### src/source/pkt_filter_pkg.sv
/* Packet filter shared definitions
   Widths, datapath types, APB register map and core count */
`default_nettype none

package pkt_filter_pkg;

    localparam int NUM_CORES = 4;   // Parallel filter cores
    localparam int WORD_W    = 32;  // Stream word width
    localparam int MAX_BEATS = 16;  // Longest packet in words

    typedef logic [WORD_W-1:0]    word_t;
    typedef logic [3:0]           beat_addr_t;  // Word index inside a buffer
    typedef logic [4:0]           beat_cnt_t;   // Packet length, 1 to 16
    typedef logic [1:0]           core_idx_t;
    typedef logic [NUM_CORES-1:0] core_vec_t;   // One bit per core
    typedef logic [15:0]          count_t;      // Wrapping event counter
    typedef logic [7:0]           apb_addr_t;

    // APB register map, byte offsets
    localparam apb_addr_t REG_CTRL     = 8'h00;  // Bit 0 enable
    localparam apb_addr_t REG_OFFSET   = 8'h04;  // Rule word index
    localparam apb_addr_t REG_MASK     = 8'h08;
    localparam apb_addr_t REG_VALUE    = 8'h0C;
    localparam apb_addr_t REG_DROPPED  = 8'h10;  // Read only
    localparam apb_addr_t REG_REJECTED = 8'h14;  // Read only

    // Buffer occupancy of one filter core
    typedef enum logic [1:0] {FREE, FILLING, ACCEPTED, REJECTED} core_state_t;

    // Forwarder sequencing
    typedef enum logic [1:0] {WAIT_VERDICT, READ, PRESENT} fwd_state_t;

endpackage

`default_nettype wire

### src/source/fill_bus_if.sv
/* Fill bus from the snooper to the filter cores */
`timescale 1ns/1ps
`default_nettype none

interface fill_bus_if;
    logic                       wr_en;      // Write strobe, one word
    pkt_filter_pkg::core_idx_t  wr_sel;     // Target core
    pkt_filter_pkg::beat_addr_t wr_addr;
    pkt_filter_pkg::word_t      wr_data;
    logic                       pkt_end;    // With the last written word
    logic                       pkt_abort;  // Oversize packet, free the core
    pkt_filter_pkg::core_vec_t  core_free;  // Per core, buffer empty

    modport snooper(output wr_en, wr_sel, wr_addr, wr_data, pkt_end, pkt_abort,
                    input core_free);
    modport core(input wr_en, wr_sel, wr_addr, wr_data, pkt_end, pkt_abort,
                 output core_free);
endinterface

`default_nettype wire

### src/source/stream_snooper.sv
/* Input stream snooper: writes each packet into the next core in
   round-robin order, drops packets for a busy core or oversize ones */
`timescale 1ns/1ps
`default_nettype none

module stream_snooper (
    input  logic                  clk,
    input  logic                  reset,
    input  pkt_filter_pkg::word_t in_data,
    input  logic                  in_valid,
    input  logic                  in_last,
    output logic                  in_ready,
    fill_bus_if.snooper           fill,
    output logic                  dropped_inc
);
    pkt_filter_pkg::core_idx_t target;    // Round-robin pointer
    pkt_filter_pkg::beat_cnt_t beat;      // Words written so far
    logic                      in_pkt;    // Inside a packet
    logic                      keep;      // Current packet goes to target
    logic                      take, keep_now, overflow, write;

    assign in_ready = !reset;             // No back-pressure out of reset
    assign take     = in_valid && in_ready;

    // Keep or drop is decided once, on the first word
    assign keep_now = in_pkt ? keep : fill.core_free[target];
    assign overflow = keep_now && (beat == pkt_filter_pkg::MAX_BEATS);  // 17th word
    assign write    = keep_now && !overflow;

    assign fill.wr_en     = take && write;
    assign fill.wr_sel    = target;
    assign fill.wr_addr   = beat[3:0];
    assign fill.wr_data   = in_data;
    assign fill.pkt_end   = take && write && in_last;
    assign fill.pkt_abort = take && overflow;   // Core goes back to FREE
    assign dropped_inc    = take && in_last && (!keep_now || overflow);

    always_ff @(posedge clk) begin
        if (reset) begin
            target <= '0;
            beat   <= '0;
            in_pkt <= 1'b0;
            keep   <= 1'b0;
        end else if (take) begin
            in_pkt <= !in_last;
            keep   <= write && !in_last;   // Cleared by an abort
            if (in_last)
                beat <= '0;
            else if (write)
                beat <= beat + pkt_filter_pkg::beat_cnt_t'(1);
            // Only a completed packet moves the pointer, the forwarder waits there
            if (write && in_last)
                target <= target + pkt_filter_pkg::core_idx_t'(1);
        end
    end
endmodule

`default_nettype wire

### src/flat_wrapper.sv
// flat-port wrapper written by rule: the top's interface ports become plain ports
module stream_snooper_flat 
  (clk, reset, in_data, in_valid, in_last, in_ready, dropped_inc, fill_wr_en, fill_wr_sel, fill_wr_addr, fill_wr_data, fill_pkt_end, fill_pkt_abort, fill_core_free);
  fill_bus_if fill_i ();
  input  logic clk;
  input  logic reset;
  input  pkt_filter_pkg::word_t in_data;
  input  logic in_valid;
  input  logic in_last;
  output logic in_ready;
  output logic dropped_inc;
  output wire logic [$bits(fill_i.wr_en)-1:0] fill_wr_en;
  output wire logic [$bits(fill_i.wr_sel)-1:0] fill_wr_sel;
  output wire logic [$bits(fill_i.wr_addr)-1:0] fill_wr_addr;
  output wire logic [$bits(fill_i.wr_data)-1:0] fill_wr_data;
  output wire logic [$bits(fill_i.pkt_end)-1:0] fill_pkt_end;
  output wire logic [$bits(fill_i.pkt_abort)-1:0] fill_pkt_abort;
  input wire logic [$bits(fill_i.core_free)-1:0] fill_core_free;
  assign fill_wr_en = fill_i.wr_en;
  assign fill_wr_sel = fill_i.wr_sel;
  assign fill_wr_addr = fill_i.wr_addr;
  assign fill_wr_data = fill_i.wr_data;
  assign fill_pkt_end = fill_i.pkt_end;
  assign fill_pkt_abort = fill_i.pkt_abort;
  assign fill_i.core_free = fill_core_free;
  stream_snooper u_core (.clk(clk), .reset(reset), .in_data(in_data), .in_valid(in_valid), .in_last(in_last), .in_ready(in_ready), .fill(fill_i), .dropped_inc(dropped_inc));
endmodule
### config.mk
export PLATFORM = sky130hd
export DESIGN_NAME = stream_snooper_flat
export DESIGN_NICKNAME = d
export VERILOG_FILES = /design/src/source/pkt_filter_pkg.sv /design/src/source/fill_bus_if.sv /design/src/source/stream_snooper.sv /design/src/flat_wrapper.sv
export SDC_FILE = /design/constraint.sdc
export NUM_CORES = 1
export LEC_CHECK = 0
export ABC_AREA = 1
export BUFFER_PORTS_ARGS = -buffer_cell sky130_fd_sc_hd__buf_2
export CORE_AREA = 5 5 57 59
export CTS_CLUSTER_SIZE = 20
export DETAILED_ROUTE_END_ITERATION = 7
export DIE_AREA = 0 0 62 64
export GPL_ROUTABILITY_DRIVEN = 0
export PLACE_DENSITY = 0.75
export SYNTH_ARGS = -nofsm -noshare
export SYNTH_HDL_FRONTEND = slang
export SYNTH_SLANG_ARGS = --single-unit
### constraint.sdc
create_clock -name clk -period 3.18 [get_ports clk]
set_input_delay 0.636 -clock clk [delete_from_list [all_inputs] [get_ports clk]]
set_output_delay 0.636 -clock clk [all_outputs]
set_load 0.01 [all_outputs]
==> flow_summary.toml <==
[grt]
grt.overflow.total = 0
grt_pass1_wl_mm = 2.80
antenna_found_initial = 0
grt_usage = 0.0899
grt_max_degree = 11
grt_pass1_vias = 640

[setup_path]
critPathRequiredTime_ps = 2540
critPathMaxStageDelay_ps = 410
startpoint_type = "flip-flop"
slowest_stage = "dfxtp_1"
path_class = "flip-flop to output pin"
reg2reg_from = "u_core.beat[0]$_SDFFE_PP0P_"
ff2ff_path_depth = 7
path_cells = "inv_1 -> ha_1 -> nand3_2 -> nand3_4 -> inv_2 -> nand2_1 -> inv_1 -> buf_2"
rrSetupSlack_ps = 1820
r2r-end = "u_core.beat[2]$_SDFFE_PP0P_"
endpoint_kind = "output pin"
cp_max_fo = 6
cp_common_cell = "inv_1"
critical_path_arrival_ps = 1500

[synth]
synth_xor_area_frac = 0.0289
yosys.area.top_type = "buf_4"
synth_top_cells_by_count = "buf_4, inv_1, nand2_1, nand3_1, nor2_1"
ys_ff_latch = 9
synth_mux_area_frac = 0
synth_compound_area_frac = 0.0358
synth_adder_area_share = 0.0275
ys.flop_type = "dfxtp_1"
yosysWarnings = 0
syn_inst = 124
ys_types = 21
syn_area_sq_um = 910
synth_simple_gate_area_frac = 0.322
synth_edf_count = 0
synthArstFlopShare = 0
syn_avg_cell_area_sq_um = 7.34
synth_nets = 166
synth_top_family_by_area = "buffers and inverters"
synth.most_common_cell = "buf_4"
synthTopCellsByArea = "buf_4, dfxtp_1, nand3_1"
netlist.area_leader.share = 0.297
synth_seq_area_share = 0.198

[power]
p_per_area_nw_per_um2 = 329
power.leakage_nw = 0.385
vdd_drop_max_mv = 0.127
power_w = 0.000258

[sta]
period_share = 0.673
max_freq_mhz = 467
rsz0062_at_grt = "false"
hold_viol = 0
timing.final.crit_period_ps = 2140
tns_ps = 0
finalSetupViolCount = 0
finClkSkew_ps = 5.95
relSlewSlack = 0.828
worst_pin_slew_ps = 257
maxSlewViolCount = 0
holdWs_ps = 545

[worst_hold_path]
holdCritStartpoint = "u_core.fill.wr_sel[0]$_SDFFE_PP0P_"
hold_end = "u_core.fill.wr_sel[0]$_SDFFE_PP0P_"
hold_class = "flip-flop to flip-flop"
hold_depth = 2

[clocking]
cts-htree-levels = 1
clock_latency_ps = 270
cts.sinks = 9
postCtsSetupRepairBufs = 0
cts_hold_buf = 0
clk_path_buf_depth = 2
cts_made_buffers = 3
cts.clk_slew.worst_paths_ps = 70
cts_tree = "yes"
cts-root-buf = "clkbuf_4"
ctsResizeCount = 0

[detailed_routing]
ant_nets = 0
via_count = 629
wl_per_cell_microns = 12.3
drt_wl_total_mm = 1.73
drc = 0
via_per_inst = 4.49
drt-pass1-iter-count = 4
drt_iter0_drc = 18

[finish]
seqCellArea_sq_um = 180
final.fill_count = 302
syn_to_final_growth_pct = -13.9
nets = 152
diodes = 0
drive_gt1_frac = 0.349
multi_input_area_sq_um = 377

[die]
start_util = 0.342
coreArea_sq_um = 2660
die_y_microns = 64
rows = 19
num_io_pins = 83
die_area_sq_um = 3970
die_w_microns = 62

[place]
place_hpwl_mm = 1.41
port_buffers = 18

[job]
maxCapViolations = 0

[outcome]
status = "finished clean"
==> metrics by stage <==
stage | setup slack, ps | instance area (sq um) | utilization | std cells
detailed placement | 1060 | 757 | 0.284 | 136
CTS | 1020 | 783 | 0.294 | 140
global placement | 1080 | 757 | 0.284 | 136
finish | 1040 | 783 | 0.294 | 140
floorplan | 1200 | 910 | - | 124
global route | 916 | 783 | 0.294 | 140
==> state kept, by name (all words and copies together), names as in the netlist <==
signal,flops
u_core.beat,5
u_core.fill.wr_sel,2
u_core.in_pkt,1
u_core.keep,1
==> critical path: cells and delay by family (launching register included) <==
family / cells / cell delay, ps
and+or+nand+nor: 3 / 310
DFF: 1 / 410
adders and majority gates: 1 / 200
buffers and inverters: 4 / 320
==> power by group <==
group	total, W	switching (W)	internal (W)
Combinational	0.0000480	0.0000310	0.0000170
Sequential	0.000118	0.00000226	0.000115
Clock	0.0000923	0.0000438	0.0000485
Total	0.000258	0.0000771	0.000181
==> cell usage in the layout (no fill, tap or decap) <==
cell type	n
clkbuf_4	3
a211oi_1	1
inv_1	14
inv_2	4
nand3_4	2
nor2_1	10
clkbuf_1	1
nand2_2	3
nand3_2	3
nand2_1	12
xor2_1	2
nor4_1	1
nand3_1	12
nand4_4	1
ha_1	2
buf_2	18
clkinv_1	1
nor2_8	1
dfxtp_1	9
a21oi_1	5
xnor2_1	1
nor2_2	3
==> cell families after synthesis <==
family	count (synthesis)
buffers and inverters	56
flip-flops	9
XOR/XNOR	3
AND/OR/NAND/NOR	48
AO/OA/AOI/OAI	6
adder cells (fa/ha/maj)	2
==> layout make-up <==
class / instances / area share
clock buffer: 4 / 0.0335
inverter: 19 / 0.0911
multi-input combinational: 59 / 0.481
sequential: 9 / 0.230
tap: 31 / 0.0495
timing repair buffer: 18 / 0.115
==> routing by layer <==
metal | vias up | track usage | wire length (microns)
met1 | 267 | 0.0999 | 654
met4 | 0 | 0.0424 | 6
li1 | 319 | - | -
met3 | 2 | 0.0503 | 261
met2 | 41 | 0.136 | 804
met5 | - | 0 | 0
==> worst max-delay path by stage <==
stage,from,end,depth (start not counted)
floorplan,fill_core_free[2],fill_pkt_abort,6
global placement,reset,fill_pkt_end,7
detailed placement,reset,fill_pkt_end,7
CTS,u_core.beat[0]$_SDFFE_PP0P_,fill_pkt_end,8
global route,u_core.beat[0]$_SDFFE_PP0P_,fill_pkt_end,8
finish,u_core.beat[0]$_SDFFE_PP0P_,fill_pkt_end,8
No activity file was read; power rests on OpenSTA's default activity.
