### src/source/pkt_filter_pkg.sv
/* Packet filter shared definitions
   Widths, datapath types, APB register map and core count */
`default_nettype none

package pkt_filter_pkg;

    localparam int NUM_CORES = 4;   // Parallel filter cores
    localparam int WORD_W    = 32;  // Stream word width
    localparam int MAX_BEATS = 16;  // Longest packet in words

    typedef logic [WORD_W-1:0]    word_t;
    typedef logic [3:0]           beat_addr_t;  // Word index inside a buffer
    typedef logic [4:0]           beat_cnt_t;   // Packet length, 1 to 16
    typedef logic [1:0]           core_idx_t;
    typedef logic [NUM_CORES-1:0] core_vec_t;   // One bit per core
    typedef logic [15:0]          count_t;      // Wrapping event counter
    typedef logic [7:0]           apb_addr_t;

    // APB register map, byte offsets
    localparam apb_addr_t REG_CTRL     = 8'h00;  // Bit 0 enable
    localparam apb_addr_t REG_OFFSET   = 8'h04;  // Rule word index
    localparam apb_addr_t REG_MASK     = 8'h08;
    localparam apb_addr_t REG_VALUE    = 8'h0C;
    localparam apb_addr_t REG_DROPPED  = 8'h10;  // Read only
    localparam apb_addr_t REG_REJECTED = 8'h14;  // Read only

    // Buffer occupancy of one filter core
    typedef enum logic [1:0] {FREE, FILLING, ACCEPTED, REJECTED} core_state_t;

    // Forwarder sequencing
    typedef enum logic [1:0] {WAIT_VERDICT, READ, PRESENT} fwd_state_t;

endpackage

`default_nettype wire

### src/source/drain_bus_if.sv
/* Drain bus between the filter cores and the forwarder
   Verdicts and lengths per core, shared read address, per core read data */
`timescale 1ns/1ps
`default_nettype none

interface drain_bus_if;
    pkt_filter_pkg::beat_addr_t rd_addr;        // Same address to every core
    pkt_filter_pkg::core_vec_t  release_sel;    // One-hot release pulse
    pkt_filter_pkg::core_vec_t  verdict_valid;
    pkt_filter_pkg::core_vec_t  accept;         // Meaningful with verdict_valid

    // Per core length and registered read word
    pkt_filter_pkg::beat_cnt_t  pkt_len [pkt_filter_pkg::NUM_CORES];
    pkt_filter_pkg::word_t      rd_data [pkt_filter_pkg::NUM_CORES];

    modport forwarder(output rd_addr, release_sel,
                      input verdict_valid, accept, pkt_len, rd_data);
    modport core(input rd_addr, release_sel,
                 output verdict_valid, accept, pkt_len, rd_data);
endinterface

`default_nettype wire

### src/source/stream_forwarder.sv
/* Output forwarder: visits the cores in round-robin order, streams
   accepted packets and releases rejected ones */
`timescale 1ns/1ps
`default_nettype none

module stream_forwarder (
    input  logic                  clk,
    input  logic                  reset,
    drain_bus_if.forwarder        drain,
    output pkt_filter_pkg::word_t out_data,
    output logic                  out_valid,
    output logic                  out_last,
    input  logic                  out_ready,
    output logic                  rejected_inc
);
    pkt_filter_pkg::fwd_state_t state;
    pkt_filter_pkg::core_idx_t  ptr;      // Core being drained
    pkt_filter_pkg::beat_addr_t beat;     // Word being read or presented
    pkt_filter_pkg::core_vec_t  ptr_hot;
    logic                       handshake, last_word;

    assign ptr_hot       = pkt_filter_pkg::core_vec_t'(1) << ptr;
    assign drain.rd_addr = beat;

    // Core read register holds the word while beat is unchanged
    assign out_data  = drain.rd_data[ptr];
    assign out_valid = state == pkt_filter_pkg::PRESENT;
    assign last_word = (pkt_filter_pkg::beat_cnt_t'(beat) + pkt_filter_pkg::beat_cnt_t'(1))
                       == drain.pkt_len[ptr];
    assign out_last  = last_word;
    assign handshake = out_valid && out_ready;

    assign rejected_inc = (state == pkt_filter_pkg::WAIT_VERDICT)
                          && drain.verdict_valid[ptr] && !drain.accept[ptr];
    // Free the core on a reject or after its last word
    assign drain.release_sel = (rejected_inc || (handshake && last_word)) ? ptr_hot : '0;

    always_ff @(posedge clk) begin
        if (reset) begin
            state <= pkt_filter_pkg::WAIT_VERDICT;
            ptr   <= '0;
            beat  <= '0;
        end else begin
            case (state)
                pkt_filter_pkg::WAIT_VERDICT: if (drain.verdict_valid[ptr]) begin
                    if (drain.accept[ptr])
                        state <= pkt_filter_pkg::READ;
                    else
                        ptr <= ptr + pkt_filter_pkg::core_idx_t'(1);   // Skip rejected
                end
                pkt_filter_pkg::READ: state <= pkt_filter_pkg::PRESENT;  // Read in flight
                pkt_filter_pkg::PRESENT: if (handshake) begin
                    if (last_word) begin
                        ptr   <= ptr + pkt_filter_pkg::core_idx_t'(1);
                        beat  <= '0;
                        state <= pkt_filter_pkg::WAIT_VERDICT;
                    end else begin
                        beat  <= beat + pkt_filter_pkg::beat_addr_t'(1);
                        state <= pkt_filter_pkg::READ;
                    end
                end
                default: state <= pkt_filter_pkg::WAIT_VERDICT;
            endcase
        end
    end
endmodule

`default_nettype wire

### src/flat_wrapper.sv
// flat-port wrapper written by rule: the top's interface ports become plain ports
module stream_forwarder_flat 
  (clk, reset, out_data, out_valid, out_last, out_ready, rejected_inc, drain_rd_addr, drain_release_sel, drain_verdict_valid, drain_accept, drain_pkt_len, drain_rd_data);
  drain_bus_if drain_i ();
  input  logic clk;
  input  logic reset;
  output pkt_filter_pkg::word_t out_data;
  output logic out_valid;
  output logic out_last;
  input  logic out_ready;
  output logic rejected_inc;
  output wire logic [$bits(drain_i.rd_addr)-1:0] drain_rd_addr;
  output wire logic [$bits(drain_i.release_sel)-1:0] drain_release_sel;
  input wire logic [$bits(drain_i.verdict_valid)-1:0] drain_verdict_valid;
  input wire logic [$bits(drain_i.accept)-1:0] drain_accept;
  input wire logic [$bits(drain_i.pkt_len)-1:0] drain_pkt_len;
  input wire logic [$bits(drain_i.rd_data)-1:0] drain_rd_data;
  assign drain_rd_addr = drain_i.rd_addr;
  assign drain_release_sel = drain_i.release_sel;
  assign drain_i.verdict_valid = drain_verdict_valid;
  assign drain_i.accept = drain_accept;
  assign drain_i.pkt_len = {>>{drain_pkt_len}};
  assign drain_i.rd_data = {>>{drain_rd_data}};
  stream_forwarder u_core (.clk(clk), .reset(reset), .drain(drain_i), .out_data(out_data), .out_valid(out_valid), .out_last(out_last), .out_ready(out_ready), .rejected_inc(rejected_inc));
endmodule
### config.mk
export PLATFORM = sky130hd
export DESIGN_NAME = stream_forwarder_flat
export DESIGN_NICKNAME = d
export VERILOG_FILES = /design/src/source/pkt_filter_pkg.sv /design/src/source/drain_bus_if.sv /design/src/source/stream_forwarder.sv /design/src/flat_wrapper.sv
export SDC_FILE = /design/constraint.sdc
export NUM_CORES = 1
export LEC_CHECK = 0
export ABC_AREA = 1
export CORE_MARGIN = 10
export CORE_UTILIZATION = 30
export DETAILED_ROUTE_END_ITERATION = 7
export DONT_BUFFER_PORTS = 1
export PLACE_DENSITY_LB_ADDON = 0.08
export SLEW_MARGIN = 20
export SYNTH_ARGS = -nofsm -noshare
export SYNTH_HDL_FRONTEND = slang
export SYNTH_SLANG_ARGS = --single-unit
export TNS_END_PERCENT = 20
### constraint.sdc
create_clock -name clk -period 1.8 [get_ports clk]
set_clock_uncertainty 0.15 [all_clocks]
set_input_delay 0.27 -clock clk [delete_from_list [all_inputs] [get_ports clk]]
set_output_delay 0.27 -clock clk [all_outputs]
set_load 0.1 [all_outputs]
==> summary.txt <==
Outcome
  – Status: complete, but fails checks
  – Failing checks: setup timing

GRT
  – Vias in the first global route: between 2k and 2.5k
  – Global-route wire length before repair: 12,620 µm
  – Gr ovfl total: 0
  – Global-route usage over all layers: between 10% and 20%
  – Pin count of the biggest net entering global routing: 42
  – Initial antenna violation count: 0

Timing
  – Slack of the critical path: -0.4700 ns
  – Final setup viols: 44
  – Minimum clock period: 2.270 ns
  – Slew headroom: between 70 and 80%
  – Fmax achieved: approximately 440 MHz
  – Setup TNS: -10.57 ns
  – Tcrit/Tclk final: 126.1%
  – Final hold vios: 0
  – Slew Limit Fails: 0
  – Min Hold Slack: about 0.065 ns
  – Worst-Margin Slew: roughly 0.34 ns
  – RSZ-0062 raised after global routing: yes

Routing
  – DR WL/cell: 20.25 µm
  – First-pass DRT Iterations: 6
  – Final wirelength: about 9000 µm
  – Routed Antenna Nets: 0
  – DRC: 0
  – Detailed-route via count: 2,508
  – Drt first-iter violations: between 100 and 150
  – Vias per cell: 5.561

Place
  – Hpwl dp: approximately 7700 µm
  – DP Worst Slack: -0.3017 ns
  – PortBufs: 0
  – Final GP Congestion: between 0.8 and 0.9

Synth
  – Ranking of synthesized cells by area: o21ai_0 20%, nor2_1 16%, o22ai_1 12%, nand2_1 11%, dfxtp_1 9.4%
  – Total nets after synthesis: between 400 and 500
  – Asr flop ratio synth: 0%
  – Syn Area/Cell: ~5.3 µm²
  – Most common cell in the synthesized netlist: nor2_1
  – Post-synth EDFFs: 0
  – Seq/Total Area, Yosys: 9.398%
  – Post-synth top area cell: o21ai_0
  – Register bit total from synthesis: 8
  – Yosys warning count: 0
  – Mapped cell area: ~1700 µm²
  – Syn Inst Count: about 320
  – Top FF cell, synth: dfxtp_1
  – Commonest cells in the netlist: 73 x nor2_1, 69 x o21ai_0, 50 x nand2_1, 32 x o22ai_1, 17 x nand3_1
  – Post-synth cell types: 27
  – Post-synth top area share: 20.26%

Final layout
  – Total area of sequential cells: around 180 µm²
  – Layout cells sized above 1: around 44%
  – Antenna Cells: 0
  – Filler instances: between 500 and 600
  – Area Overhead vs Synth: 95.59%
  – NumNets Final: approximately 540
  – Multi-input gate area: 1809 µm²
  – Final Core Density: between 60 and 70%

Floorplan
  – # rows: 27
  – Die Span X: 95.37 µm
  – Top-Level Pins: just over 200
  – Core region area: 5507 µm²
  – Die ar.: between 9000 and 10,000 µm²
  – Starting Density: between 30 and 40%
  – Die Ht: between 90 and 100 µm

Clocking
  – CTS Sinks: 8
  – H-tree levels: 1
  – CTS root buf: clkbuf_8
  – Reg clk slew, reported paths: about 0.04 ns
  – CTS tree: yes
  – Max clock buf depth: 2
  – Clk_lat worst skew: ~0.23 ns
  – CTS Buf Count: 3

Worst setup path
  – Worst setup EP type: output port
  – CP Max Fanout: 8
  – Critical Path RT: around 1.4 ns
  – Critical Path AT: between 1.5 and 2 ns
  – Crit Path Category: register to output port
  – Worst setup SP type: register

Hold path
  – Type of the worst min-delay path: input port to register

Run
  – Max-Cap Viols: 0
-- critical path: stages (launching register included) --
cell      delay [ns]
dfxtp_4         0.41
buf_6           0.15
nand2_1         0.08
nand3_2         0.09
nand2_1         0.05
nand2_1         0.06
nand2_2         0.07
nor2_4          0.14
nand3_4         0.17
a21boi_4        0.21
buf_12          0.19
-- per-stage QoR --
step	std cells	cell area (µm²)
6_report	451	3333
5_1_grt	451	3333
4_1_cts	446	3189
3_5_place_dp	440	3082
3_3_place_gp	440	3082
2_1_floorplan	319	2165
-- registers in the layout (all words and copies together), names as in the netlist --
| register | flops |
|---|---|
| u_core.drain.rd_addr | 4 |
| u_core.state | 2 |
| u_core.ptr | 2 |
-- per-layer routing --
metal	track usage [%]	part of all wire, %	up-vias
met5	0	0	-
met4	3.563	0.85	0
met3	5.027	10	8
met2	31.93	54	130
met1	18.53	35	1156
li1	-	-	1214
-- cells in the final DEF (no fill, tap or decap), types with 3 or more instances in the layout --
master	instances
nand3_1	6
o22ai_4	4
dfxtp_4	5
buf_8	3
inv_1	10
xor2_1	3
nand3_2	12
clkbuf_8	3
nand2_1	40
o21ai_0	63
buf_12	39
a21oi_1	5
ha_1	4
buf_4	35
a21boi_4	4
nor2_4	5
nand2_2	11
nor2_1	69
o22ai_2	28
o21ai_1	4
-- layout make-up --
type	count	share of cell area (%)
Tap cell	72	2.703
Sequential cell	8	5.405
Multi-Input combinational cell	272	54.28
Inverter	14	1.877
Timing Repair Buffer	81	34.38
Clock buffer	4	1.351
-- what timing repair did --
item,CTS,global route
endpoints found under the hold margin,1,0
setup endpoints to repair,44,45
resized for setup,14,23
hold buffers,1,0
gates cloned,0,1
pin swaps,6,4
buffers inserted,1,4
-- path summary, 6_finish.rpt --
check / start / endpoint / slack [ns] / cells past startpoint
hold / removal: reset / u_core.state[0]$_SDFFE_PP0P_ / 0.06 / 3
setup reg to reg: u_core.ptr[0]$_SDFFE_PP0P_ / u_core.ptr[0]$_SDFFE_PP0P_ / -0.05 / 11
setup / recovery: u_core.ptr[0]$_SDFFE_PP0P_ / drain_release_sel[1] / -0.47 / 10
hold reg to reg: u_core.state[1]$_SDFFE_PP0P_ / u_core.state[1]$_SDFFE_PP0P_ / 0.39 / 3
-- logic make-up after synthesis --
kind of cell | Yosys count | synth area share [%]
AOI/OAI and AO/OA | 111 | 35.83
xor gates and xnor gates | 4 | 2.056
adders and majority gates | 5 | 3.671
buffers and inverters | 39 | 11.01
DFF | 8 | 9.398
and+or+nand+nor | 152 | 38.03
Power is not shown: default switching activity piles up to over one toggle a cycle in this logic, so the estimate is an artifact.
