**src/source/pkt_filter_pkg.sv**
```systemverilog
/* Packet filter shared definitions
   Widths, datapath types, APB register map and core count */
`default_nettype none

package pkt_filter_pkg;

    localparam int NUM_CORES = 4;   // Parallel filter cores
    localparam int WORD_W    = 32;  // Stream word width
    localparam int MAX_BEATS = 16;  // Longest packet in words

    typedef logic [WORD_W-1:0]    word_t;
    typedef logic [3:0]           beat_addr_t;  // Word index inside a buffer
    typedef logic [4:0]           beat_cnt_t;   // Packet length, 1 to 16
    typedef logic [1:0]           core_idx_t;
    typedef logic [NUM_CORES-1:0] core_vec_t;   // One bit per core
    typedef logic [15:0]          count_t;      // Wrapping event counter
    typedef logic [7:0]           apb_addr_t;

    // APB register map, byte offsets
    localparam apb_addr_t REG_CTRL     = 8'h00;  // Bit 0 enable
    localparam apb_addr_t REG_OFFSET   = 8'h04;  // Rule word index
    localparam apb_addr_t REG_MASK     = 8'h08;
    localparam apb_addr_t REG_VALUE    = 8'h0C;
    localparam apb_addr_t REG_DROPPED  = 8'h10;  // Read only
    localparam apb_addr_t REG_REJECTED = 8'h14;  // Read only

    // Buffer occupancy of one filter core
    typedef enum logic [1:0] {FREE, FILLING, ACCEPTED, REJECTED} core_state_t;

    // Forwarder sequencing
    typedef enum logic [1:0] {WAIT_VERDICT, READ, PRESENT} fwd_state_t;

endpackage

`default_nettype wire

```
**src/source/filter_regs.sv**
```systemverilog
/* APB register block: enable bit, header-match rule,
   dropped and rejected packet counters */
`timescale 1ns/1ps
`default_nettype none

module filter_regs (
    input  logic                       clk,
    input  logic                       reset,
    input  pkt_filter_pkg::apb_addr_t  paddr,
    input  logic                       psel,
    input  logic                       penable,
    input  logic                       pwrite,
    input  pkt_filter_pkg::word_t      pwdata,
    output pkt_filter_pkg::word_t      prdata,
    output logic                       pready,
    output logic                       pslverr,
    input  logic                       dropped_inc,
    input  logic                       rejected_inc,
    output logic                       enable,
    output pkt_filter_pkg::beat_addr_t rule_offset,
    output pkt_filter_pkg::word_t      rule_mask,
    output pkt_filter_pkg::word_t      rule_value
);
    pkt_filter_pkg::count_t dropped_cnt;
    pkt_filter_pkg::count_t rejected_cnt;
    logic                   access;    // APB access phase
    logic                   addr_hit;

    assign access  = psel && penable;
    assign pready  = 1'b1;                  // Zero wait states
    assign pslverr = access && !addr_hit;

    // Read mux, also flags mapped addresses
    always_comb begin
        addr_hit = 1'b1;
        case (paddr)
            pkt_filter_pkg::REG_CTRL:     prdata = pkt_filter_pkg::word_t'(enable);
            pkt_filter_pkg::REG_OFFSET:   prdata = pkt_filter_pkg::word_t'(rule_offset);
            pkt_filter_pkg::REG_MASK:     prdata = rule_mask;
            pkt_filter_pkg::REG_VALUE:    prdata = rule_value;
            pkt_filter_pkg::REG_DROPPED:  prdata = pkt_filter_pkg::word_t'(dropped_cnt);
            pkt_filter_pkg::REG_REJECTED: prdata = pkt_filter_pkg::word_t'(rejected_cnt);
            default: begin
                prdata   = '0;
                addr_hit = 1'b0;
            end
        endcase
    end

    always_ff @(posedge clk) begin
        if (reset) begin
            enable       <= 1'b0;   // Datapath held until software enables it
            rule_offset  <= '0;
            rule_mask    <= '0;
            rule_value   <= '0;
            dropped_cnt  <= '0;
            rejected_cnt <= '0;
        end else begin
            if (access && pwrite) begin
                case (paddr)
                    pkt_filter_pkg::REG_CTRL:   enable      <= pwdata[0];
                    pkt_filter_pkg::REG_OFFSET: rule_offset <= pwdata[3:0];
                    pkt_filter_pkg::REG_MASK:   rule_mask   <= pwdata;
                    pkt_filter_pkg::REG_VALUE:  rule_value  <= pwdata;
                    default: ;                  // Counters are read only
                endcase
            end
            // Counters wrap
            dropped_cnt  <= dropped_cnt + pkt_filter_pkg::count_t'(dropped_inc);
            rejected_cnt <= rejected_cnt + pkt_filter_pkg::count_t'(rejected_inc);
        end
    end
endmodule

`default_nettype wire

```
**config.mk**
```make
export PLATFORM = sky130hd
export DESIGN_NAME = filter_regs
export DESIGN_NICKNAME = d
export VERILOG_FILES = /design/src/source/pkt_filter_pkg.sv /design/src/source/filter_regs.sv
export SDC_FILE = /design/constraint.sdc
export NUM_CORES = 1
export LEC_CHECK = 0
export BUFFER_PORTS_ARGS = -buffer_cell sky130_fd_sc_hd__clkbuf_2
export CAP_MARGIN = 20
export CORE_ASPECT_RATIO = 2
export CORE_MARGIN = 5
export CORE_UTILIZATION = 55
export CTS_CLUSTER_DIAMETER = 150
export CTS_CLUSTER_SIZE = 10
export DETAILED_ROUTE_END_ITERATION = 7
export PLACE_DENSITY_LB_ADDON = 0.12
export SYNTH_ARGS = -nofsm -noshare
export SYNTH_HDL_FRONTEND = slang
export SYNTH_SLANG_ARGS = --single-unit
```
**constraint.sdc**
```tcl
create_clock -name clk -period 3.4 [get_ports clk]
set_input_delay 0.68 -clock clk [delete_from_list [all_inputs] [get_ports clk]]
set_output_delay 0.68 -clock clk [all_outputs]
set_load 0.01 [all_outputs]
```
==> results of run 1 <==
## kinds of logic after synthesis
group,count (synthesis)
and+or+nand+nor,214
muxes,98
AOI/OAI and AO/OA,59
DFF,101
xor gates and xnor gates,6
adders and majority gates,4
buffers and inverters,44
other,1
## critical path, delay by kind of cell
kind | cells | cell delay, ns
compound gates | 1 | 0.22
buf+inv | 2 | 0.31
simple gates | 2 | 0.92
## cell usage in the layout, fill, tap and decap left out, drive strengths merged, types with 4 or more instances in the layout
master and instances:
clkbuf 157, o21ai 6, inv 7, and3 4, a22o 16, nand3 11
a221o 14, a21oi 12, buf 8, nor2 19, nand2b 101, or3 7
mux2i 85, nor3 15, nor4 9, o31ai 6, dfxtp 101, nor2b 14
nand2 9, or4 7, ha 4, mux2 12, nand4 10
## power breakdown
group / leakage [nW] / switching [mW] / internal [mW]
Sequential: 0.814 / 0.00472 / 1.19
Clock: 0.135 / 0.446 / 0.520
Combinational: 1.77 / 0.0691 / 0.0630
## layer usage
metal  share of wire  vias to the layer above
met4           0.021                        0
met1            0.40                     2039
met2            0.53                      120
met5               0                        -
li1                -                     2134
met3           0.051                       19
## layout make-up
class | instances | share of cell area
tap | 104 | 0.0213
inverter | 6 | 0.00368
clock buffer | 10 | 0.0391
timing repair buffer | 155 | 0.132
sequential | 101 | 0.331
clock inverter | 6 | 0.00757
multi-input combinational | 382 | 0.466
## per-stage QoR
stage	instances	util	setup slack [ns]
finish	764	0.661	0.588
global route	764	0.661	0.473
CTS	764	0.661	0.606
detailed placement	748	0.630	0.607
global placement	748	0.630	0.606
floorplan	527	-	0.907
## worst max path at each step
stage            endpoint  slack (ns)  cells after the start
2_1_floorplan   prdata[1]        0.91                      5
3_3_place_gp   prdata[14]        0.61                      7
3_5_place_dp    prdata[1]        0.61                      5
4_1_cts         prdata[1]        0.61                      5
5_1_grt         prdata[7]        0.47                      7
6_report        prdata[1]        0.59                      5
## registers in the layout, summed over array words and instances, names as in the netlist
signal and cells:
enable 1, rule_value 32, rule_offset 4, rejected_cnt 16, dropped_cnt 16, rule_mask 32
==> results.md, run 1 <==
- The post-detailed-route DRC marker count is 0.
- During synthesis, Yosys emitted a total of 0 warnings.
- The multi-input combinational cells in the finished layout cover a total of 2850 sq um.
- The area of the die is 11500 sq um.
- The detailed router placed around 4300 vias in this run.
- The fraction of synthesis flops using an asynchronous set or reset pin is 0.
- Hold is met by 0.488 ns.
- Of the cells placed in the final design, the portion with a size suffix greater than 1 is 0.283.
- The number of clock buffers inserted by TritonCTS is 9.
- The worst-case vdd ir drop is between 0.0002 and 0.0003 V.
- Of the post-synthesis cell area, the part taken by muxes is 0.198.
- The via-per-instance ratio is between 5 and 6.
- STA classifies the critical path startpoint as an input pin.
- The net count of the mapped netlist is 578.
- The critical path starts at paddr[5].
- The cell at the root of the clock tree is sky130_fd_sc_hd__clkbuf_16.
- Detailed placement ended at an HPWL of 9690 microns.
- The area share of the leading cell type in the synthesized netlist is 0.395.
- The count of final max-slew check failures is 0.
- At the later pin of the worst-skew pair, clock insertion delay measures 0.34 ns.
- In this run the tightest slew margin relative to its limit is 0.666.
- In this run the critical register-to-register path is captured at dropped_cnt[14].
- The total placed instance area is 5830 sq um.
- The number of global-route vias before repair is 4393.
- The most frequently used flop master after synthesis is sky130_fd_sc_hd__dfxtp_1.
- The cell type of the slowest stage on the worst timing path is sky130_fd_sc_hd__or4b_4.
- The register bit total from synthesis is 101.
- In this run the power density over the cells is 374 nW/um^2.
- The critical path goes through clkbuf_2 -> or4b_4 -> or2_1 -> o22ai_1 -> clkbuf_2.
- STA puts the critical path data required time at roughly 2.7 ns.
- The largest family of logic cells by synthesized area is simple AND/OR/NAND/NOR gates.
- In this run the count of I/O pins placed on the die edge is 150.
- The sequential element share of the synthesized area is 0.395.
- The net count of the finished layout is 706.
- The final worst clock skew is 0.00676 ns.
- In this run, post-CTS repair resized a total of 0 instances.
- The synthesized design contains 0 enable-type register cells.
- The initial antenna violation count is 0.
- The repair_antennas step left the layout with diodes totalling 0.
- The routing usage on met1 is 0.263.
- For this run, the total global-route usage over all layers was measured as 0.232.
- The run finished with clean final reports.
- The final non-filler cell area is 6120 sq um.
- The H-tree generated during clock tree synthesis spans 3 levels.
- The maximum number of buffers from clock root to sink is 2.
- Each instance of the synthesized netlist takes up on average 9.72 sq um.
- The number of setup buffers added after CTS is 0.
- Clock-pin slew was measured on the worst setup and hold paths at 0.06 ns.
- The most numerous cell on the critical path is sky130_fd_sc_hd__clkbuf_2.
- The nature of the critical path endpoint is a primary output.
- The total area of sequential cells is ~2000 sq um.
- For this run, the detailed router's first-pass iteration total came to 4.
- The worst hold endpoint is rule_value[20].
- The type of the most critical hold path is reg -> reg.
- Once detail routing completed, the nets flagged for antenna violations numbered 0.
- By count the netlist is led by 101 x sky130_fd_sc_hd__dfxtp_1, 101 x sky130_fd_sc_hd__nand2b_1, 85 x sky130_fd_sc_hd__mux2i_1.
- The met3 routing resource usage after global routing is 0.0481.
- At the pin with the least slew margin, the transition time is 0.499 ns.
- The final layout contains routed wiring with a total length of 13000 microns.
- For the final routed database, the setup TNS stands at 0 ns.
- Summed over all layers, the global routing overflow is 0.
- In this run the worst path has a maximum fanout of 13.
- The number of distinct library cells after synthesis is 42.
- The complex-gate fraction of the synthesized area is 0.0879.
- Counting every sink on the clock net gives 101.
- Counting cells, the worst reg-to-reg path comes to 5.
- The first global-routing pass estimated roughly 22000 microns of wire.
- Across all register-to-register paths, the minimum setup slack is 1.39 ns.
- The layer with the highest usage after global routing is met2.
- The worst hold path passes through 2 cells.
- The count of standard-cell rows is 50.
- The TritonCTS clock tree is built.
- After detailed routing, the average wire length per cell comes to 17.0 microns.
- In this run the cell area of the synthesized design comes to 5120 sq um.
- The critical setup path kind is in -> out.
- In the finished design, the share of the clock period the worst path needs comes to 0.827.
- The pin count of the biggest net entering global routing is around 140.
- sky130_fd_sc_hd__dfxtp_1 takes more of the synthesized area than any other cell.
- The number of buffers added to fix hold violations after cts is 0.
- For this configuration, the core starts out at a cell density of 0.554.
- The die is about 150 microns tall.
- Counting the fill cells in the layout gives 788.
- The layout overhead on the synthesized area is 19.4%.
- The tool flagged a number of max-cap violations equal to 0.
- In this run the most critical hold path is launched from rule_value[20].
- The area of the core is 9260 sq um.
- The weighted congestion reported at the end of routability-driven placement is about 0.8.
- In the post-synthesis netlist, the biggest area contributors are sky130_fd_sc_hd__dfxtp_1 39%, sky130_fd_sc_hd__mux2i_1 17%, sky130_fd_sc_hd__nand2b_1 12%, sky130_fd_sc_hd__a221o_1 2.7%, sky130_fd_sc_hd__a22o_1 2.7%.
- Counting I/O delays and the setup requirement, the final critical path takes 2.81 ns.
- The post-synthesis instance total is roughly 530.
- For met2 alone, demand over resource in global routing was 0.418.
- Of the total synthesized cell area, the portion taken by full adders, half adders and majority gates is 0.00977.
- The maximum clock rate is between 300 and 400 MHz.
- The area fraction in and, or, nand and nor cells after synthesis is 0.250.
- The final hold violation count is 0.
- In this run the tool buffered the top-level ports with 148 buffer cells.
- Setup violations remaining at the end of the flow were counted as 0.
- Of the total synthesized cell area, the portion taken by XOR and XNOR cells is 0.0103.
- Setup repair after global routing left no endpoint under its margin.
- The worst register-to-register path begins at dropped_cnt[0].
- The initial detailed-routing violation count is 170.
- In this design, the stage delay of the slowest critical-path cell is 0.64 ns.
- After layout, the design draws a total of 2.29 mW.
- The die is 78.3 microns wide.
- Summed over all cells, the static leakage comes to 2.72 nW.
- The critical path data arrival time is between 2 and 2.5 ns.
Note: power is estimated with default switching activity, not from simulation.
==> run 2: changes to the inputs <==
--- a/config.mk
+++ b/config.mk
@@ -5,11 +5,12 @@
 export SDC_FILE = /design/constraint.sdc
 export NUM_CORES = 1
 export LEC_CHECK = 0
+export ABC_AREA = 1
 export BUFFER_PORTS_ARGS = -buffer_cell sky130_fd_sc_hd__clkbuf_2
 export CAP_MARGIN = 20
 export CORE_ASPECT_RATIO = 2
 export CORE_MARGIN = 5
-export CORE_UTILIZATION = 55
+export CORE_UTILIZATION = 52
 export CTS_CLUSTER_DIAMETER = 150
 export CTS_CLUSTER_SIZE = 10
 export DETAILED_ROUTE_END_ITERATION = 7
==> constraint.sdc (replaced) <==
create_clock -name clk -period 2.9 [get_ports clk]
set_input_delay 0.58 -clock clk [delete_from_list [all_inputs] [get_ports clk]]
set_output_delay 0.58 -clock clk [all_outputs]
set_load 0.01 [all_outputs]
==> run 2 against run 1 <==
  * Flip-flop and latch count unchanged
  * Global-route usage increased by 1.9 points
  * Sequential power up 18%
  * Setup slack got worse by 0.090 ns
==> results.md, run 2 <==
- The run finished with clean final reports.
- The fraction of synthesis flops using an asynchronous set or reset pin is 0.
- The instance count after placement with tap cells included is 1079.
- The number of clock buffers inserted by TritonCTS is 9.
- In the global route stage, overall resource usage came out at 0.251.
- Setup repair after global routing left no endpoint under its margin.
- The cell at the root of the clock tree is sky130_fd_sc_hd__clkbuf_16.
- The number of antenna diodes in the final layout is 0.
- The leakage power figure is 3.01 nW.
- For this run, the leading register cell type out of synthesis is sky130_fd_sc_hd__dfxtp_1.
- Dividing the synthesized area by the synthesized cell count gives 6.27 sq um.
- In this run the number of H-tree levels came out at 3.
- The maximum number of buffers from clock root to sink is 2.
- The initial antenna violation count is 0.
- The count of nets left with antenna violations once routing finished came out at 0.
- The number of distinct library cells after synthesis is 28.
- The effective utilization at floorplan is 0.535.
- The cell area after synthesis is 5220 sq um.
- The critical setup path kind is in -> out.
- Synthesis handed over a netlist of around 830 instances.
- Summed over all nets, the half-perimeter wirelength after detailed placement is 11000 microns.
- In this run the tool buffered the top-level ports with 148 buffer cells.
- The floorplan die width is about 81 microns.
- After floorplanning, the core was divided into between 50 and 60 placement rows.
- Yosys instantiated no cell more often than sky130_fd_sc_hd__nand2_1.
- By area the synthesized netlist is led by sky130_fd_sc_hd__dfxtp_1 39%, sky130_fd_sc_hd__nand2_1 16%, sky130_fd_sc_hd__nor2_1 15%, sky130_fd_sc_hd__nand3_1 11%, sky130_fd_sc_hd__inv_1 5.3%.
- Dividing the detail-routed wire length by the instance count gives around 14 microns.
- In this run, post-CTS repair resized a total of 0 instances.
- The weighted congestion reported at the end of routability-driven placement is 0.940.
- 150 I/O pins were placed.
- The share of the core filled with cells in the final layout is 0.647.
- The part of the total power dissipated in sequential elements is 0.507.
- The initial detailed-routing violation count is 260.
- The number of cells on the worst reg-to-reg path is 7.
- The signal on the critical path passes through clkbuf_2 -> inv_1 -> nand2_1 -> nor2_2 -> buf_4 -> nand3_1 -> nand4_1 -> clkbuf_2.
- The actual transition at the worst max-transition pin is 0.540 ns.
- The largest registers in the layout are rule_mask: 32 flops, rule_value: 32 flops.
- The number of global-route vias before repair is 4969.
- Using the TritonRoute via totals, the vias-per-cell ratio works out to 5.04.
- For this design, the CTS-stage hold fixing added 0 buffers.
- The clock-pin slew on the worst setup and hold paths is 0.07 ns.
- The floorplan step defined a die boundary enclosing 12300 sq um.
- The net count of the mapped netlist is a little under 900.
- The core region is between 9000 and 10000 sq um.
- The die extent in y is around 150 microns.
- Across the run, the number of max-cap violations was 0.
- The post-detailed-route DRC marker count is 0.
- The combinational cell fraction of total power is 0.060.
- The TritonCTS clock tree is built.
- For this design the total switching power over the nets is 636 uW.
- The cell type of the slowest stage on the worst timing path is sky130_fd_sc_hd__nor2_2.
- By count the netlist is led by 220 x sky130_fd_sc_hd__nand2_1, 207 x sky130_fd_sc_hd__nor2_1, 118 x sky130_fd_sc_hd__nand3_1.
- The nature of the critical path startpoint is an input pin.
- The worst-case vdd ir drop is 0.000321 V.
- The max-slew headroom at the worst pin is 0.639.
- The number of setup buffers added after CTS is 0.
- The sequential element share of the synthesized area is 0.387.
- The area share of the leading cell type in the synthesized netlist is 0.387.
- Of the available clock period, the critical path in the final layout requires 0.828.
- Yosys mapped a number of flops with a built-in enable equal to 0.
- The first-pass GRT wire length is 23900 microns.
- The final wirelength is 15000 microns.
- The pin count of the biggest net entering global routing is 86.
- The type of the most critical hold path is reg -> reg.
- The final total negative setup slack is 0 ns.
- The most frequent standard cell in the layout excluding fill and tap cells is sky130_fd_sc_hd__nand2_1.
- In the final design database the tool counted about 1000 nets.
- The nature of the critical path endpoint is a primary output.
- The clock network fraction of total power is 0.433.
- The maximum fanout along the worst path is 12.
- The synthesized design spends more area on one cell type than any other, namely sky130_fd_sc_hd__dfxtp_1.
- For this run, the top clock speed supported by timing is 416 MHz.
- Data on the critical path arrives at its endpoint at 1.82 ns.
- Clock skew on the completed layout was measured at 0.00587 ns.
- For this run, the number of Yosys warnings is 0.
- The overall power consumption is 2.76 mW.
- The most numerous cell on the critical path is sky130_fd_sc_hd__clkbuf_2.
- The largest stage delay on the critical path is 0.31 ns.
- The number of fill cells is 979.
- The register bit total from synthesis is 101.
- The leftover overflow at the end of global routing is 0.
- The library cells used most frequently in the layout, excluding fill and tap cells, are 220 x sky130_fd_sc_hd__nand2_1, 206 x sky130_fd_sc_hd__nor2_1, 148 x sky130_fd_sc_hd__clkbuf_2.
- The worst path needs 2.40 ns of the cycle, external delays included.
- The layout overhead on the synthesized area is 21.0%.
- For the worst-skew pair, the clock arrives at the later sink with an insertion delay of 0.35 ns.
- For this run, the number of standard cells in the final layout without fillers is 1095.
- The total power per unit cell area is 437 nW/um^2.
- The number of instances on the worst hold path is 2.
- The final hold violation count was 0.
- Setup violations remaining at the end of the flow were counted as 0.
- The internal portion of the total power is about 2.1 mW.
- The count of final max-slew check failures was 0.
- The switching part of the total power is 0.230.
- Counting every sink on the clock net gives ~100.
- Of the cells placed in the final design, the portion with a size suffix greater than 1 is 0.198.
- The number of vias after detailed routing is 5519.
- The total iterations of the first detailed-routing run is 8.
- The data required time of the worst path is 2.32 ns.
run 2: changes by cell type after synthesis, moves of 12 or more:
cell | previous run | this run
sky130_fd_sc_hd__a221o_1 | 14 | 0
sky130_fd_sc_hd__a22o_1 | 16 | 0
sky130_fd_sc_hd__inv_1 | 6 | 74
sky130_fd_sc_hd__mux2_2 | 12 | 0
sky130_fd_sc_hd__mux2i_1 | 85 | 0
sky130_fd_sc_hd__nand2_1 | 9 | 220
sky130_fd_sc_hd__nand2b_1 | 101 | 0
sky130_fd_sc_hd__nand3_1 | 11 | 118
sky130_fd_sc_hd__nor2_1 | 19 | 207
sky130_fd_sc_hd__nor2b_1 | 14 | 0
sky130_fd_sc_hd__nor3_1 | 15 | 3
run 2: layout make-up:
| class | count | area [sq um] | share of cell area |
|---|---|---|---|
| Clock buffer | 13 | 280 | 0.0444 |
| Clock inverter | 3 | 17.5 | 0.00277 |
| Inverter | 76 | 285 | 0.0451 |
| Multi-Input combinational cell | 613 | 2680 | 0.424 |
| Sequential cell | 101 | 2020 | 0.320 |
| Tap cell | 132 | 165 | 0.0261 |
| Timing Repair Buffer | 157 | 871 | 0.138 |
run 2: power by group through the flow:
stage	Clock, mW	Sequential, mW	Combinational (mW)
3_5_place_dp	0	1.43	0.165
2_1_floorplan	0	1.43	0.105
4_1_cts	1.22	1.40	0.166
5_1_grt	1.27	1.40	0.189
3_3_place_gp	0	1.43	0.164
6_report	1.20	1.40	0.165
run 2: worst max-delay path: cells and delay by family:
family,cells,cell delay (ns)
simple gates,4,0.67
buf+inv,4,0.54
run 2: cell families after synthesis:
logic type | after synthesis | synth area share
other cells | 1 | 0.000718
xor+xnor | 5 | 0.00839
compound gates | 23 | 0.0233
flops | 101 | 0.387
simple gates | 580 | 0.469
buf+inv | 119 | 0.102
fa+ha+maj | 4 | 0.00959
run 2: routing by layer:
metal	vias to the layer above	part of all wire	track usage
met3	38	0.059	0.0462
met2	168	0.53	0.451
li1	2840	-	-
met1	2473	0.37	0.273
met5	-	0	0
met4	0	0.036	0.129
run 2: metrics by stage:
| stage | cell area (sq um) | worst slack, ns | hold slack [ns] |
|---|---|---|---|
| 2_1_floorplan | 5220 | 0.899 | 0.450 |
| 3_3_place_gp | 6020 | 0.546 | 0.468 |
| 3_5_place_dp | 6020 | 0.514 | 0.478 |
| 4_1_cts | 6320 | 0.510 | 0.490 |
| 5_1_grt | 6320 | 0.346 | 0.518 |
| 6_report | 6320 | 0.498 | 0.488 |
run 2: final timing paths:
check,from,to,slack [ns]
worst min-delay path,dropped_cnt[4],dropped_cnt[4],0.49
worst min register to register,dropped_cnt[4],dropped_cnt[4],0.49
worst max register to register,dropped_cnt[0],dropped_cnt[8],1.10
worst max-delay path,paddr[0],prdata[13],0.50
